### config.mk
export PLATFORM = sky130hd
export DESIGN_NAME = pred_init_fsm
export DESIGN_NICKNAME = d
export VERILOG_FILES = /design/src/common/pred_pkg.sv /design/src/hw/pred_init_fsm.sv
export SDC_FILE = /design/constraint.sdc
export NUM_CORES = 1
export LEC_CHECK = 0
export BUFFER_PORTS_ARGS = -buffer_cell sky130_fd_sc_hd__buf_2
export CORE_AREA = 2 2 39 41
export DETAILED_ROUTE_END_ITERATION = 16
export DIE_AREA = 0 0 41 43
export GPL_TIMING_DRIVEN = 0
export PLACE_DENSITY = 0.47
export SYNTH_ARGS = -nofsm -noshare
export SYNTH_HDL_FRONTEND = slang
export SYNTH_SLANG_ARGS = --single-unit
### constraint.sdc
create_clock -name clk -period 1.2 [get_ports clk]
set_input_delay 0.06 -clock clk [delete_from_list [all_inputs] [get_ports clk]]
set_output_delay 0.06 -clock clk [all_outputs]
set_load 0.05 [all_outputs]
### src/common/pred_pkg.sv
package pred_pkg;

    localparam int ADDR_WIDTH_DEF = 6;  // 64 sets
    localparam int TAG_WIDTH_DEF  = 10;
    localparam int H_WIDTH_DEF    = 4;  // 16 counters per entry
    localparam int WAYS_DEF       = 4;

    // 2-bit saturating counter, msb gives the direction
    typedef logic [1:0] ctr_t;

    // strongly not taken, also what a miss predicts
    localparam ctr_t CTR_INIT = 2'b00;

    // one step toward 11 on taken, toward 00 otherwise
    function automatic ctr_t ctr_step(input ctr_t ctr, input logic taken);
        ctr_t nxt;
        nxt = ctr;
        if (taken && ctr != 2'b11) begin
            nxt = ctr + 2'd1;
        end else if (!taken && ctr != 2'b00) begin
            nxt = ctr - 2'd1;
        end
        return nxt;
    endfunction

endpackage
### src/hw/pred_init_fsm.sv
`timescale 1ns/100ps

module pred_init_fsm #(
    parameter int addr_width = pred_pkg::ADDR_WIDTH_DEF
) (
    input  logic                  clk,
    input  logic                  arst_n,
    output logic                  clear_en,
    output logic [addr_width-1:0] clear_addr,
    output logic                  ready
);

    typedef enum logic {
        st_sweep,
        st_run
    } state_t;

    state_t state;

    always_ff @(posedge clk or negedge arst_n) begin
        if (!arst_n) begin
            state      <= st_sweep;
            clear_addr <= '0;
        end else if (state == st_sweep) begin
            clear_addr <= clear_addr + 1'b1;
            if (&clear_addr) begin
                state <= st_run;  // last set cleared this edge
            end
        end
    end

    // one set cleared per cycle while sweeping
    assign clear_en = (state == st_sweep);
    assign ready    = (state == st_run);

endmodule

==> results.toml <==
[status]
outcome = "completed"

[placed_design]
post_dp_cell_area_sq_um = 385
gp_congestion = 0.697
io_buffers = 9

[global_route]
grt_pass1_vias = 213
grt_usage_pct = 7.58
use_met2_pct = 10.3
antenna_found_initial = 0
grtUsageMet3_pct = 3.14
grt_first_pass_wirelength_um = 848
grt_overflow = 0
grt_max_degree = 8
busiest_layer = "met2"
met1_usage_pct = 8.88

[drt]
final_antenna_net_count = 0
drt_iter0_markers = 7
vias = 210
wirelength_um = 564
vias_per_cell = 3.89
drc = 0
routedWlPerCell_um = 10.4
drt_pass1_iterations = 4

[cells_and_area]
area_delta_synth_final_pct = 38.4
final_area_sq_um = 424
num-fill-cells = 146
final_common_cell = "buf_2"
layout_common_cells = "buf_2, xnor2_1, dfrtp_2"
diodes = 0
nNetsFinal = 42
drive_gt1_share_pct = 57.9

[clocking]
cts_tree = "yes"
clkTransAtPathRegs_ns = 0.05
cts_setup_buffers = 0
ctsLongestPathBuffers = 2
htreeDepth = 1
cts-root-buf = "clkbuf_4"
clk_latency_ns = 0.25
clock_sinks = 7
cts_buffers = 3

[timing]
finalCritPeriodShare_pct = 95.0
slew-limit-headroom_pct = 83.5
finalSetupTns_ns = 0
slew_violations = 0
period_needed_ns = 1.14
finalHoldViolations = 0
fin_worst_skew_ns = 0.000961
rsz0062_at_grt = "no"
setup_viol = 0
tightest_slew_ns = 0.250
fmax_mhz = 877

[run]
max_cap_violations = 0

[pwr]
p_per_area_nw_per_um2 = 1080
power_frac_clock_pct = 46.9
ir_drop_uv = 320
swShare_pct = 20.2
power_frac_seq_pct = 51.4
netSwitchingPower_uw = 93.0
internal_power_uw = 366
total_leakage_power_nw = 0.174
p_comb_share_pct = 1.8

[logic_synthesis]
synth_area_sq_um = 307
yosys_warnings = 0
syn-num-nets = 27
synth_top_family_by_area = "simple AND/OR/NAND/NOR gates"
synth.mux.area_fraction_pct = 3.67
seq_area_frac_synth_pct = 57.1
synth_adder_area_share_pct = 4.08
synthXorXnorAreaFrac_pct = 14.3
synth_top_area_share_pct = 57.1
yosysTopAreaCell = "dfrtp_1"
synth_area_leaders = "dfrtp_1, xnor2_1, nand3_1"
synth-simple-area-share_pct = 18.0
synth_compound_area_share_pct = 1.63
synth_seq_cells = 7
netlist-cell-type-count = 11
syn_avg_cell_area_sq_um = 12.8
synth_cells = 24

[setup_path]
crit_path_end_kind = "output pin"
required_ns = 1.14
crit_type = "flip-flop to output pin"
crit_fanout = 5
arrival_ns = 1.08
worstSetupStartpointType = "flip-flop"

[floorplan]
core-area_sq_um = 1380
io_pins = 10
die_y_um = 43
rows = 14
die_w_um = 41
die_area_sq_um = 1760
initial_core_util_pct = 22.2

[worst_hold_path]
hp-class = "input port to asynchronous set/reset pin"
cells by family (layout without fill, tap and decap cells):
group,Yosys count,in the layout
xor gates and xnor gates,5,5
DFF,7,7
and+or+nand+nor,8,8
muxes,1,1
AOI/OAI and AO/OA,1,1
buffers and inverters,1,15
adders and majority gates,1,1
state kept, by name (all words and copies together) (netlist names):
signal / flops
ready: 1
clear_addr: 6
Yosys cell counts (all sizes together):
library cell / count
nand4: 1
dfrtp: 7
mux2: 1
inv: 1
ha: 1
xnor2: 5
and2: 1
o21ai: 1
nand2: 2
nor2b: 1
nand3: 3
per-stage QoR:
stage,worst slack [ns],total power [mW],utilization [%],hold WS [ns],instances
after floorplan,-0.0104,0.240,-,-0.236,24
after global placement,0.109,0.246,27.8,-0.0971,49
after detailed placement,0.105,0.247,27.8,-0.0950,49
after CTS,0.0177,0.470,30.5,0.181,54
after global routing,0.0200,0.481,30.7,0.194,54
final,0.0597,0.459,30.7,0.172,54
critical path: stages (launching register included):
cell and delay (ns):
dfrtp_4 0.52, clkinvlp_4 0.09, clkbuf_4 0.22
path summary, 6_finish.rpt:
path                               start       endpoint  slack (ns)  depth (start not counted)
setup / recovery                   ready       clear_en        0.06                          2
hold / removal                    arst_n  clear_addr[2]        0.17                          2
setup reg to reg           clear_addr[0]  clear_addr[1]        0.10                          2
hold reg to reg            clear_addr[2]  clear_addr[2]        0.49                          1
max in group asynchronous         arst_n          ready        0.85                          2
min in group clk           clear_addr[2]  clear_addr[2]        0.49                          1
metal layers:
| layer | vias to the layer above | part of all wire [%] |
|---|---|---|
| met3 | 0 | 6.9 |
| met4 | 0 | 0 |
| met2 | 8 | 46 |
| li1 | 109 | - |
| met5 | - | 0 |
| met1 | 93 | 47 |
repair_timing:
item,CTS,global route
hold buffers,1,0
setup endpoints to repair,0,1
endpoints found under the hold margin,7,0
gates resized for setup,0,1
power by group through the flow:
| stage | logic (mW) | registers (mW) | clock network, mW |
|---|---|---|---|
| floorplan | 0.0000000414 | 0.240 | 0 |
| global placement | 0.00608 | 0.240 | 0 |
| detailed placement | 0.00622 | 0.240 | 0 |
| CTS | 0.00883 | 0.236 | 0.225 |
| global route | 0.00986 | 0.236 | 0.235 |
| finish | 0.00808 | 0.236 | 0.215 |
area by class of cell:
cell class,count,area (sq um),area share (%)
clock buffers,4,26.3,6.19
repair buffers,10,57.6,13.6
well taps,16,20.0,4.72
flip-flops and latches,7,185,43.7
multi-input cells,16,128,30.1
inverters,1,7.51,1.77
(Power assumes the default switching activity.)
